===== src/display_pkg.sv =====
// display geometry constants, address and colour types
// and the byte-address function shared by the drawing back end
package display_pkg;

    // ========================================================================
    // screen geometry
    // ========================================================================
    localparam int COLUMNS         = 16;
    localparam int ROWS            = 8;
    localparam int BYTES_PER_PIXEL = 3;
    localparam int FB_BYTES        = COLUMNS * ROWS * BYTES_PER_PIXEL;  // 384 bytes

    typedef logic [$clog2(COLUMNS)-1:0]         col_addr_t;        // column index
    typedef logic [$clog2(COLUMNS):0]           col_addr_count_t;  // width, 1 to 16
    typedef logic [$clog2(ROWS)-1:0]            row_addr_t;        // row index
    typedef logic [$clog2(ROWS):0]              row_addr_count_t;  // height, 1 to 8
    typedef logic [$clog2(BYTES_PER_PIXEL)-1:0] pixel_addr_t;      // byte within a pixel
    typedef logic [$clog2(FB_BYTES)-1:0]        fb_addr_t;         // framebuffer byte address

    // byte 2 is the first byte of a pixel to go out on the write bus
    typedef struct packed {
        logic [BYTES_PER_PIXEL-1:0][7:0] bytes;
    } color_field_t;

    // ========================================================================
    // byte address of one pixel byte, pixels stored row by row
    // ========================================================================
    function automatic fb_addr_t fb_byte_address(
        input row_addr_t   row,
        input col_addr_t   column,
        input pixel_addr_t pixel
    );
        int linear;
        linear = (int'(row) * COLUMNS + int'(column)) * BYTES_PER_PIXEL + int'(pixel);
        return fb_addr_t'(linear);
    endfunction

endpackage


===== src/ram_write_if.sv =====
// single byte write to the framebuffer, with source and sink modports
`timescale 1ns/1ps

interface ram_write_if;
    import display_pkg::*;

    row_addr_t   row;           // pixel row of the byte
    col_addr_t   column;        // pixel column of the byte
    pixel_addr_t pixel;         // byte index inside the pixel
    logic [7:0]  data;
    logic        write_enable;  // one byte written per edge while high

    modport source (
        output row, column, pixel, data, write_enable
    );

    modport sink (
        input row, column, pixel, data, write_enable
    );

endinterface


===== src/fill_area_engine.sv =====
// rectangle fill FSM, walks from the bottom-right pixel to the top-left
// one and writes every pixel's bytes from the highest byte down
`timescale 1ns/1ps

module fill_area_engine (
    input  logic                         clk,
    input  logic                         reset,
    input  logic                         enable,
    input  logic                         ack,
    input  display_pkg::col_addr_t       x1,
    input  display_pkg::row_addr_t       y1,
    input  display_pkg::col_addr_count_t width,
    input  display_pkg::row_addr_count_t height,
    input  display_pkg::color_field_t    color,
    ram_write_if.source                  wr,
    output logic                         done
);
    import display_pkg::*;

    localparam pixel_addr_t TOP_PIXEL = pixel_addr_t'(BYTES_PER_PIXEL - 1);

    typedef enum logic [1:0] {
        IDLE,
        WRITE,
        WAIT_ACK
    } fill_state_t;

    fill_state_t state;
    col_addr_t   x_last;     // right edge of the rectangle
    row_addr_t   y_last;     // bottom edge of the rectangle
    logic        last_byte;  // bus holds byte 0 of the top-left pixel

    assign x_last    = col_addr_t'(x1 + width - 1'b1);
    assign y_last    = row_addr_t'(y1 + height - 1'b1);
    assign last_byte = (wr.row == y1) && (wr.column == x1) && (wr.pixel == '0);

    always_ff @(posedge clk) begin
        if (reset) begin
            state           <= IDLE;
            wr.write_enable <= 1'b0;
            done            <= 1'b0;
        end else begin
            case (state)
                IDLE: begin
                    if (enable) begin
                        wr.row          <= y_last;  // start at the bottom-right corner
                        wr.column       <= x_last;
                        wr.pixel        <= TOP_PIXEL;
                        wr.data         <= color.bytes[BYTES_PER_PIXEL-1];
                        wr.write_enable <= 1'b1;
                        state           <= WRITE;
                    end
                end
                WRITE: begin
                    if (last_byte) begin
                        wr.write_enable <= 1'b0;  // last byte went out on the previous edge
                        if (ack) begin
                            done  <= 1'b0;
                            state <= IDLE;
                        end else begin
                            state <= WAIT_ACK;
                        end
                    end else if (enable) begin
                        if (wr.pixel == '0) begin
                            wr.pixel <= TOP_PIXEL;
                            wr.data  <= color.bytes[BYTES_PER_PIXEL-1];
                            if (wr.column == x1) begin
                                wr.column <= x_last;  // wrap to the right edge, one row up
                                wr.row    <= wr.row - 1'b1;
                            end else begin
                                wr.column <= wr.column - 1'b1;
                            end
                        end else begin
                            wr.pixel <= wr.pixel - 1'b1;
                            wr.data  <= color.bytes[pixel_addr_t'(wr.pixel - 1'b1)];
                            // done goes up together with the final byte
                            if (wr.row == y1 && wr.column == x1 && wr.pixel == pixel_addr_t'(1)) begin
                                done <= 1'b1;
                            end
                        end
                    end
                end
                WAIT_ACK: begin
                    if (ack) begin
                        done  <= 1'b0;
                        state <= IDLE;
                    end
                end
                default: state <= IDLE;
            endcase
        end
    end

endmodule


===== src/pixel_stream_writer.sv =====
// window-write engine, places host bytes in row-major order from the
// top-left pixel, highest byte of each pixel first
`timescale 1ns/1ps

module pixel_stream_writer (
    input  logic                         clk,
    input  logic                         reset,
    input  logic                         start,
    input  display_pkg::col_addr_t       x1,
    input  display_pkg::row_addr_t       y1,
    input  display_pkg::col_addr_count_t width,
    input  display_pkg::row_addr_count_t height,
    input  logic                         valid,
    input  logic [7:0]                   data_in,
    ram_write_if.source                  wr,
    output logic                         done
);
    import display_pkg::*;

    localparam pixel_addr_t TOP_PIXEL = pixel_addr_t'(BYTES_PER_PIXEL - 1);

    col_addr_t   win_x1;      // left edge, reloaded at each row wrap
    col_addr_t   win_x_last;
    row_addr_t   win_y_last;
    row_addr_t   cur_row;     // position of the next accepted byte
    col_addr_t   cur_col;
    pixel_addr_t cur_pixel;
    logic        active;      // window open and not yet full
    logic        window_end;

    assign window_end = (cur_row == win_y_last) && (cur_col == win_x_last) && (cur_pixel == '0);

    // window corners are captured once per start
    always_ff @(posedge clk) begin
        if (start) begin
            win_x1     <= x1;
            win_x_last <= col_addr_t'(x1 + width - 1'b1);
            win_y_last <= row_addr_t'(y1 + height - 1'b1);
        end
    end

    always_ff @(posedge clk) begin
        if (reset) begin
            active          <= 1'b0;
            wr.write_enable <= 1'b0;
            done            <= 1'b0;
        end else begin
            wr.write_enable <= 1'b0;
            done            <= 1'b0;
            if (start) begin
                active    <= 1'b1;
                cur_row   <= y1;
                cur_col   <= x1;
                cur_pixel <= TOP_PIXEL;
            end else if (active && valid) begin
                wr.row          <= cur_row;
                wr.column       <= cur_col;
                wr.pixel        <= cur_pixel;
                wr.data         <= data_in;
                wr.write_enable <= 1'b1;
                if (window_end) begin
                    active <= 1'b0;  // further bytes are ignored until the next start
                    done   <= 1'b1;
                end else if (cur_pixel != '0) begin
                    cur_pixel <= cur_pixel - 1'b1;
                end else begin
                    cur_pixel <= TOP_PIXEL;
                    if (cur_col == win_x_last) begin
                        cur_col <= win_x1;
                        cur_row <= cur_row + 1'b1;
                    end else begin
                        cur_col <= cur_col + 1'b1;
                    end
                end
            end
        end
    end

endmodule


===== src/fb_write_arbiter.sv =====
// registered merge of the fill and stream write buses, fill has priority
`timescale 1ns/1ps

module fb_write_arbiter (
    input  logic         clk,
    input  logic         reset,
    ram_write_if.sink    fill_wr,
    ram_write_if.sink    stream_wr,
    ram_write_if.source  ram_wr,
    output logic         write_dropped
);

    // ========================================================================
    // one register stage between the engines and the RAM
    // ========================================================================
    always_ff @(posedge clk) begin
        if (reset) begin
            ram_wr.write_enable <= 1'b0;
            write_dropped       <= 1'b0;
        end else begin
            write_dropped <= fill_wr.write_enable && stream_wr.write_enable;  // stream byte lost
            if (fill_wr.write_enable) begin
                ram_wr.row          <= fill_wr.row;
                ram_wr.column       <= fill_wr.column;
                ram_wr.pixel        <= fill_wr.pixel;
                ram_wr.data         <= fill_wr.data;
                ram_wr.write_enable <= 1'b1;
            end else begin
                ram_wr.row          <= stream_wr.row;
                ram_wr.column       <= stream_wr.column;
                ram_wr.pixel        <= stream_wr.pixel;
                ram_wr.data         <= stream_wr.data;
                ram_wr.write_enable <= stream_wr.write_enable;
            end
        end
    end

endmodule


===== src/framebuffer_ram.sv =====
// 384-byte framebuffer, synchronous byte write and registered host read
`timescale 1ns/1ps

module framebuffer_ram (
    input  logic                     clk,
    ram_write_if.sink                wr,
    input  display_pkg::row_addr_t   rd_row,
    input  display_pkg::col_addr_t   rd_column,
    input  display_pkg::pixel_addr_t rd_pixel,
    output logic [7:0]               rd_data
);
    import display_pkg::*;

    logic [7:0] mem [FB_BYTES];
    fb_addr_t   wr_addr;
    fb_addr_t   rd_addr;

    assign wr_addr = fb_byte_address(wr.row, wr.column, wr.pixel);
    assign rd_addr = fb_byte_address(rd_row, rd_column, rd_pixel);

    always_ff @(posedge clk) begin
        if (wr.write_enable) begin
            mem[wr_addr] <= wr.data;
        end
    end

    // read data shows up one cycle after the address
    always_ff @(posedge clk) begin
        rd_data <= mem[rd_addr];
    end

endmodule


===== src/display_ctrl.sv =====
// drawing back end top level, fill and stream engines merged by the
// write arbiter into the framebuffer RAM
`timescale 1ns/1ps

module display_ctrl (
    input  logic                         clk,
    input  logic                         reset,
    // fill engine
    input  logic                         fill_enable,
    input  logic                         fill_ack,
    input  display_pkg::col_addr_t       fill_x1,
    input  display_pkg::row_addr_t       fill_y1,
    input  display_pkg::col_addr_count_t fill_width,
    input  display_pkg::row_addr_count_t fill_height,
    input  display_pkg::color_field_t    fill_color,
    output logic                         fill_done,
    // stream writer
    input  logic                         stream_start,
    input  logic                         stream_valid,
    input  logic [7:0]                   stream_data,
    input  display_pkg::col_addr_t       stream_x1,
    input  display_pkg::row_addr_t       stream_y1,
    input  display_pkg::col_addr_count_t stream_width,
    input  display_pkg::row_addr_count_t stream_height,
    output logic                         stream_done,
    // arbiter status and host read port
    output logic                         write_dropped,
    input  display_pkg::row_addr_t       rd_row,
    input  display_pkg::col_addr_t       rd_column,
    input  display_pkg::pixel_addr_t     rd_pixel,
    output logic [7:0]                   rd_data
);

    ram_write_if fill_wr_if ();
    ram_write_if stream_wr_if ();
    ram_write_if ram_wr_if ();

    fill_area_engine fill_i (
        .clk    (clk),
        .reset  (reset),
        .enable (fill_enable),
        .ack    (fill_ack),
        .x1     (fill_x1),
        .y1     (fill_y1),
        .width  (fill_width),
        .height (fill_height),
        .color  (fill_color),
        .wr     (fill_wr_if.source),
        .done   (fill_done)
    );

    pixel_stream_writer stream_i (
        .clk     (clk),
        .reset   (reset),
        .start   (stream_start),
        .x1      (stream_x1),
        .y1      (stream_y1),
        .width   (stream_width),
        .height  (stream_height),
        .valid   (stream_valid),
        .data_in (stream_data),
        .wr      (stream_wr_if.source),
        .done    (stream_done)
    );

    fb_write_arbiter arbiter_i (
        .clk           (clk),
        .reset         (reset),
        .fill_wr       (fill_wr_if.sink),
        .stream_wr     (stream_wr_if.sink),
        .ram_wr        (ram_wr_if.source),
        .write_dropped (write_dropped)
    );

    framebuffer_ram ram_i (
        .clk       (clk),
        .wr        (ram_wr_if.sink),
        .rd_row    (rd_row),
        .rd_column (rd_column),
        .rd_pixel  (rd_pixel),
        .rd_data   (rd_data)
    );

endmodule


===== config.mk =====
export PLATFORM = sky130hd
export DESIGN_NAME = display_ctrl
export DESIGN_NICKNAME = d
export VERILOG_FILES = /design/src/display_pkg.sv /design/src/ram_write_if.sv /design/src/fill_area_engine.sv /design/src/pixel_stream_writer.sv /design/src/fb_write_arbiter.sv /design/src/framebuffer_ram.sv /design/src/display_ctrl.sv
export SDC_FILE = /design/constraint.sdc
export NUM_CORES = 2
export LEC_CHECK = 0
export BUFFER_PORTS_ARGS = -buffer_cell sky130_fd_sc_hd__buf_2
export CAP_MARGIN = 15
export CORE_MARGIN = 2
export CORE_UTILIZATION = 25
export DETAILED_ROUTE_END_ITERATION = 12
export HOLD_SLACK_MARGIN = 0.12
export PLACE_DENSITY = 0.4
export SYNTH_ARGS = -nofsm -noshare
export SYNTH_HDL_FRONTEND = slang
export SYNTH_HIERARCHICAL = 1
export SYNTH_SLANG_ARGS = --single-unit

===== constraint.sdc =====
create_clock -name clk -period 7.14 [get_ports clk]
set_input_delay 1.071 -clock clk [delete_from_list [all_inputs] [get_ports clk]]
set_output_delay 1.071 -clock clk [all_outputs]
set_load 0.01 [all_outputs]

# Yosys cells after proc, flatten, opt, wreduce, memory -nomap -nowiden
# Memories as Yosys holds them, arrays and structs flattened. A register that Yosys moved wholly into a read port is not among the register bits.
# Cells that the tools add are included.
# op_classes
n_mux,63
n_reduce_logical,29
magnitude_cmp,1
n_bitwise,3
addsub,18
eq_ne,19
mul,2
# ops
op,count
$mul 32x3->9 const B,2
$mux 8,6
$mux 4,11
$mux 3,11
$mux 2,12
$add 9x3->9,2
$add 7x4->8,2
$bmux 8 s2,1
$pmux 8 s2,1
$mux 1,15
$ne 2x2->1 const B,6
$reduce_and 3->1,4
$reduce_bool 2->1,6
$sub 4x1->4 const B,3
$reduce_and 5->1,2
$sub 3x1->3 const B,3
$add 4x4->4,2
$eq 4x4->1,2
$pmux 4 s2,1
$reduce_and 4->1,2
$logic_and 1x1->1,7
$reduce_and 7->1,1
$add 3x3->3,2
$eq 3x3->1,2
19 further kinds,29
# word_totals
ramBits,3072
elab_cells,162
memories,1
out_inout_bits,11
ff_bits,80
# memory_table
memory,words,word_bits,rd,rd_ports_with_merged_regs,write_ports,line,rtl
ram_i.mem,384,8,1,1,1,framebuffer_ram.sv:14,logic [7:0] mem [FB_BYTES];

# Longest topological paths before layout
# depth
ltp_word,8
depth_mapped,17
ltp_nobuf,14

# By module
# The synthesis kept the hierarchy.
# by_module_without_submodules
module,cells_per_inst,seq_area_each_um2,n_inst,area_per_inst_um2
framebuffer_ram,5540,92408.6,1,120580.6
pixel_stream_writer,127,1171.1,1,1790.5
fill_area_engine,155,590.6,1,1490.2
fb_write_arbiter,41,550.5,1,827.0

# Least setup slack after synthesis
# Ideal clock, no wire load.
# synth_timing
kind,register -> register
start,register arbiter_i.ram_wr.data[0]
end,memory ram_i.mem[0][0] (data pin)
arrival_time_ns,4.693
stages_incl_launch_ff,1
setup_slack_ns,1.321
setup_ns,1.126
period_less_slack_ns,5.819
cell_sequence,edfxtp_1
# synth_rtl
item,line,rtl
"start, declared",ram_write_if.sv:14,"output row, column, pixel, data, write_enable"
"end, declared",framebuffer_ram.sv:14,
# Straight into the memory's write port.

# Worst setup path in the final report
# layout_timing
start,register arbiter_i.ram_wr.column[0]
end,"memory ram_i.mem[160][4], enable pin"
# layout_between
elab_chain_cells,3
# layout_lines
item,line,rtl
"start, declared",ram_write_if.sv:14,
$add 7x4->8,display_pkg.sv:34,linear = (int'(row) * COLUMNS + int'(column)) * BYTES_PER_PIXEL + int'(pixel);
$mul 32x3->9,display_pkg.sv:34,
$add 9x3->9,display_pkg.sv:34,
# Every way passes these cells.

==> impl_metrics.tcl <==
set metrics [dict create \
    arrival_ns 6.29 \
    fp.dieArea_mm2 0.5044 \
    setup_violations 0 \
    hold_viol_final 0 \
    numCtsBuffers 351 \
    finalPower_mw 45.38 \
    async_reset_ff_share_pct 0 \
    startpoint_type "register" \
    violations "design-rule violations" \
    portBuffers 85 \
    hold_start "stream_data[4]" \
    pin_count 90 \
    drv_cap 0 \
    fin_crit_ns 5.739 \
    regArea_mm2 0.09472 \
    dp.final_hpwl_um 235300 \
    vdd_ir_drop_max_v 0.0001913 \
    die_w_um 710.2 \
    fin_nets 6319 \
    drtAntennaViolNets 0 \
    rsz0062_at_grt "no" \
    cts_buffer_depth 4 \
    row_count 259 \
    cp_top_family "compound AO/OA/AOI/OAI gates" \
    core-area_mm2 0.4971 \
    yosysTopAreaCellShare_pct 75.69 \
    fmax_ghz 0.1742 \
    worstMarginPinSlew_ns 1.299 \
    fin_ws_ns 1.401 \
    start_util_pct 25.08 \
    grt_pass1_vias 63255 \
    vias 61227 \
    clkSlewWorstSetupHoldPaths_ns 0.06 \
    drc 9 \
    instances_no_fill 13150 \
    synth_warnings 6 \
    finalCritPeriodShare_pct 80.38 \
    postCtsHoldBufs 0 \
    slew_violations 0 \
    hold_path_class "in2reg" \
    routedWlPerCell_um 29.24 \
    worstPathCellList "fa_1, ha_1, fa_1, a21o_1, a21oi_1, o21bai_1, a21oi_1, xor2_1, a211oi_2, nand2_1, nor2_1" \
    drt_pass1_iterations 11 \
    yosys-top-cells-area "edfxtp_1 76%, mux4_2 15%, nor2_1 1.3%" \
    final_cell_mix "3,143 x edfxtp_1, 833 x mux4_2, 421 x nor2_1" \
    leakage_nw 44.43 \
    p_per_area_mw_per_mm2 311.9 \
    dp.cells 12489 \
    grt_max_degree 180 \
    end_kind "register" \
    grt_use_total_pct 14.93 \
    synth_largest_area_cell "edfxtp_1" \
    synth_edf_count 3143 \
    r2r_slack_ns 1.40 \
    slew_headroom_pct 13.40 \
    clock_latency_ns 0.94 \
    synth_ff_type "edfxtp_1" \
    cts_sinks 3160 \
    worstHoldPathCells 1 \
    die_h_um 710.2 \
    drive_gt1_share_pct 26.61 \
    synthCells 5863 \
    viasPerCell 4.656 \
    globalplace.congestion 0.7732 \
    dp_slack_ns 0.8497 \
    post_synth_num_cell_types 88 \
    cpMaxStageDelayCell "a211oi_2" \
    crit_path_max_fanout 16 \
    max_stage_delay_ns 0.94 \
    synth_area_per_cell_um2 21.27 \
    antenna_found_initial 34 \
    multiInputGateArea_mm2 0.02792 \
    grt_pass1_wl_um 529500 \
    tns_ns 0 \
    synth_area_mm2 0.1247 \
    seq_area_frac_synth_pct 75.97 \
    grt-ovfl-total 0 \
    path_buf_inv 0 \
    clock_skew_ns 0.04603 \
    final_common_cell "edfxtp_1" \
    rr_worst_depth 11 \
    synth_seq_cells 3160 \
    routed_wl_um 384500 \
    cts_tree "built" \
    post_cts_buffers 0 \
    critical_path_class "reg2reg" \
    cts.repair.resized 0 \
    r2r_end "ram_i/mem[160][4]" \
    synth_nets 5995 \
    area_growth_pct 16.70 \
    run_status "finished with violations" \
    h-tree-depth 5 \
    drtIter0Drc 5752 \
    cts_root_buf "clkbuf_16" \
    crit_required_ns 7.69 \
    fillCellCount 48781 \
    whs_endpoint "stream_i/wr.data[4]" \
    r2r_start "arbiter_i/ram_wr.column[0]" \
]
[routing by layer]
| metal | wire length (µm) | vias up | global-route usage (%) |
|---|---|---|---|
| met2 | 184300 | 1700 | 24.43 |
| met1 | 171700 | 33981 | 20.91 |
| li1 | - | 25077 | - |
| met5 | 0 | - | 0 |
| met4 | 8776 | 0 | 3.544 |
| met3 | 19770 | 469 | 2.235 |
[metrics by stage]
stage	hold WS, ns	instance area [µm²]	util [%]
finish	0.3192	145500	29.27
global route	0.2721	145500	29.26
CTS	0.2244	145400	29.26
detailed placement	0.4759	134100	26.98
global placement	0.4711	134100	26.98
floorplan	0.4264	124700	-
[registers in the layout, indices dropped and copies added, names as in the netlist, 3 cells and up]
| register | flops |
|---|---|
| ram_i/mem | 3072 |
| arbiter_i/ram_wr.data | 8 |
| fill_i/wr.data | 8 |
| ram_i/rd_data | 8 |
| stream_i/wr.data | 8 |
| arbiter_i/ram_wr.column | 4 |
| fill_i/wr.column | 4 |
| stream_i/cur_col | 4 |
| stream_i/win_x1 | 4 |
| stream_i/win_x_last | 4 |
| stream_i/wr.column | 4 |
| arbiter_i/ram_wr.row | 3 |
| fill_i/wr.row | 3 |
| stream_i/cur_row | 3 |
| stream_i/win_y_last | 3 |
| stream_i/wr.row | 3 |
[synthesized netlist by cell type, types with 23 or more instances]
library cell	n
a211oi_1	36
a21oi_1	53
a22oi_1	46
a31oi_1	29
buf_2	103
buf_4	49
buf_6	56
clkbuf_1	114
edfxtp_1	3143
ha_1	47
inv_1	59
mux2i_1	106
mux4_2	833
nand2_1	268
nand3_1	58
nand4_1	29
nor2_1	425
nor2b_1	24
nor3_1	24
o21ai_0	31
o22ai_1	24
xnor2_1	23
[how the worst max path moves through the flow]
stage,end,depth (start not counted),slack (ns),from
after floorplan,ram_i/mem[0][0],0,1.32,arbiter_i/ram_wr.data[0]
after global placement,ram_i/rd_data[0],17,0.85,rd_column[1]
after detailed placement,ram_i/rd_data[0],17,0.85,rd_column[1]
after CTS,ram_i/mem[165][4],11,1.38,arbiter_i/ram_wr.column[0]
after global routing,ram_i/mem[165][4],11,1.22,arbiter_i/ram_wr.column[0]
final,ram_i/mem[160][4],11,1.40,arbiter_i/ram_wr.column[0]
[worst reg2reg max path, stage by stage, from the launching register on]
cell	delay, ns
edfxtp_1	0.44
fa_1	0.51
ha_1	0.23
fa_1	0.50
a21o_1	0.21
a21oi_1	0.30
o21bai_1	0.10
a21oi_1	0.27
xor2_1	0.16
a211oi_2	0.94
nand2_1	0.75
nor2_1	0.94
[power breakdown]
group          leakage [nW]  total [mW]  internal (mW)  switching, mW
Combinational          10.5        6.72           2.35           4.37
Sequential             28.4        20.6           20.5          0.121
Clock                  5.52        18.0           10.5           7.52
[area by class of cell]
type,instances,share of cell area (%)
Inverter,59,0.1522
Multi-Input combinational cell,2298,19.19
Clock buffer,435,6.375
Sequential cell,3160,65.10
Tap cell,6655,5.723
Timing Repair Buffer,317,2.005
Clock inverter,203,1.422
Antenna cell,23,0.03955
[cell families after synthesis]
kind of cell	share of synthesized area, %
adder cells (fa/ha/maj)	0.5680
buffers and inverters	1.918
flip-flops	75.97
multiplexers	16.19
XOR/XNOR	0.3211
AND/OR/NAND/NOR	3.047
AO/OA/AOI/OAI	1.986
No activity file was read; power rests on OpenSTA's default activity.
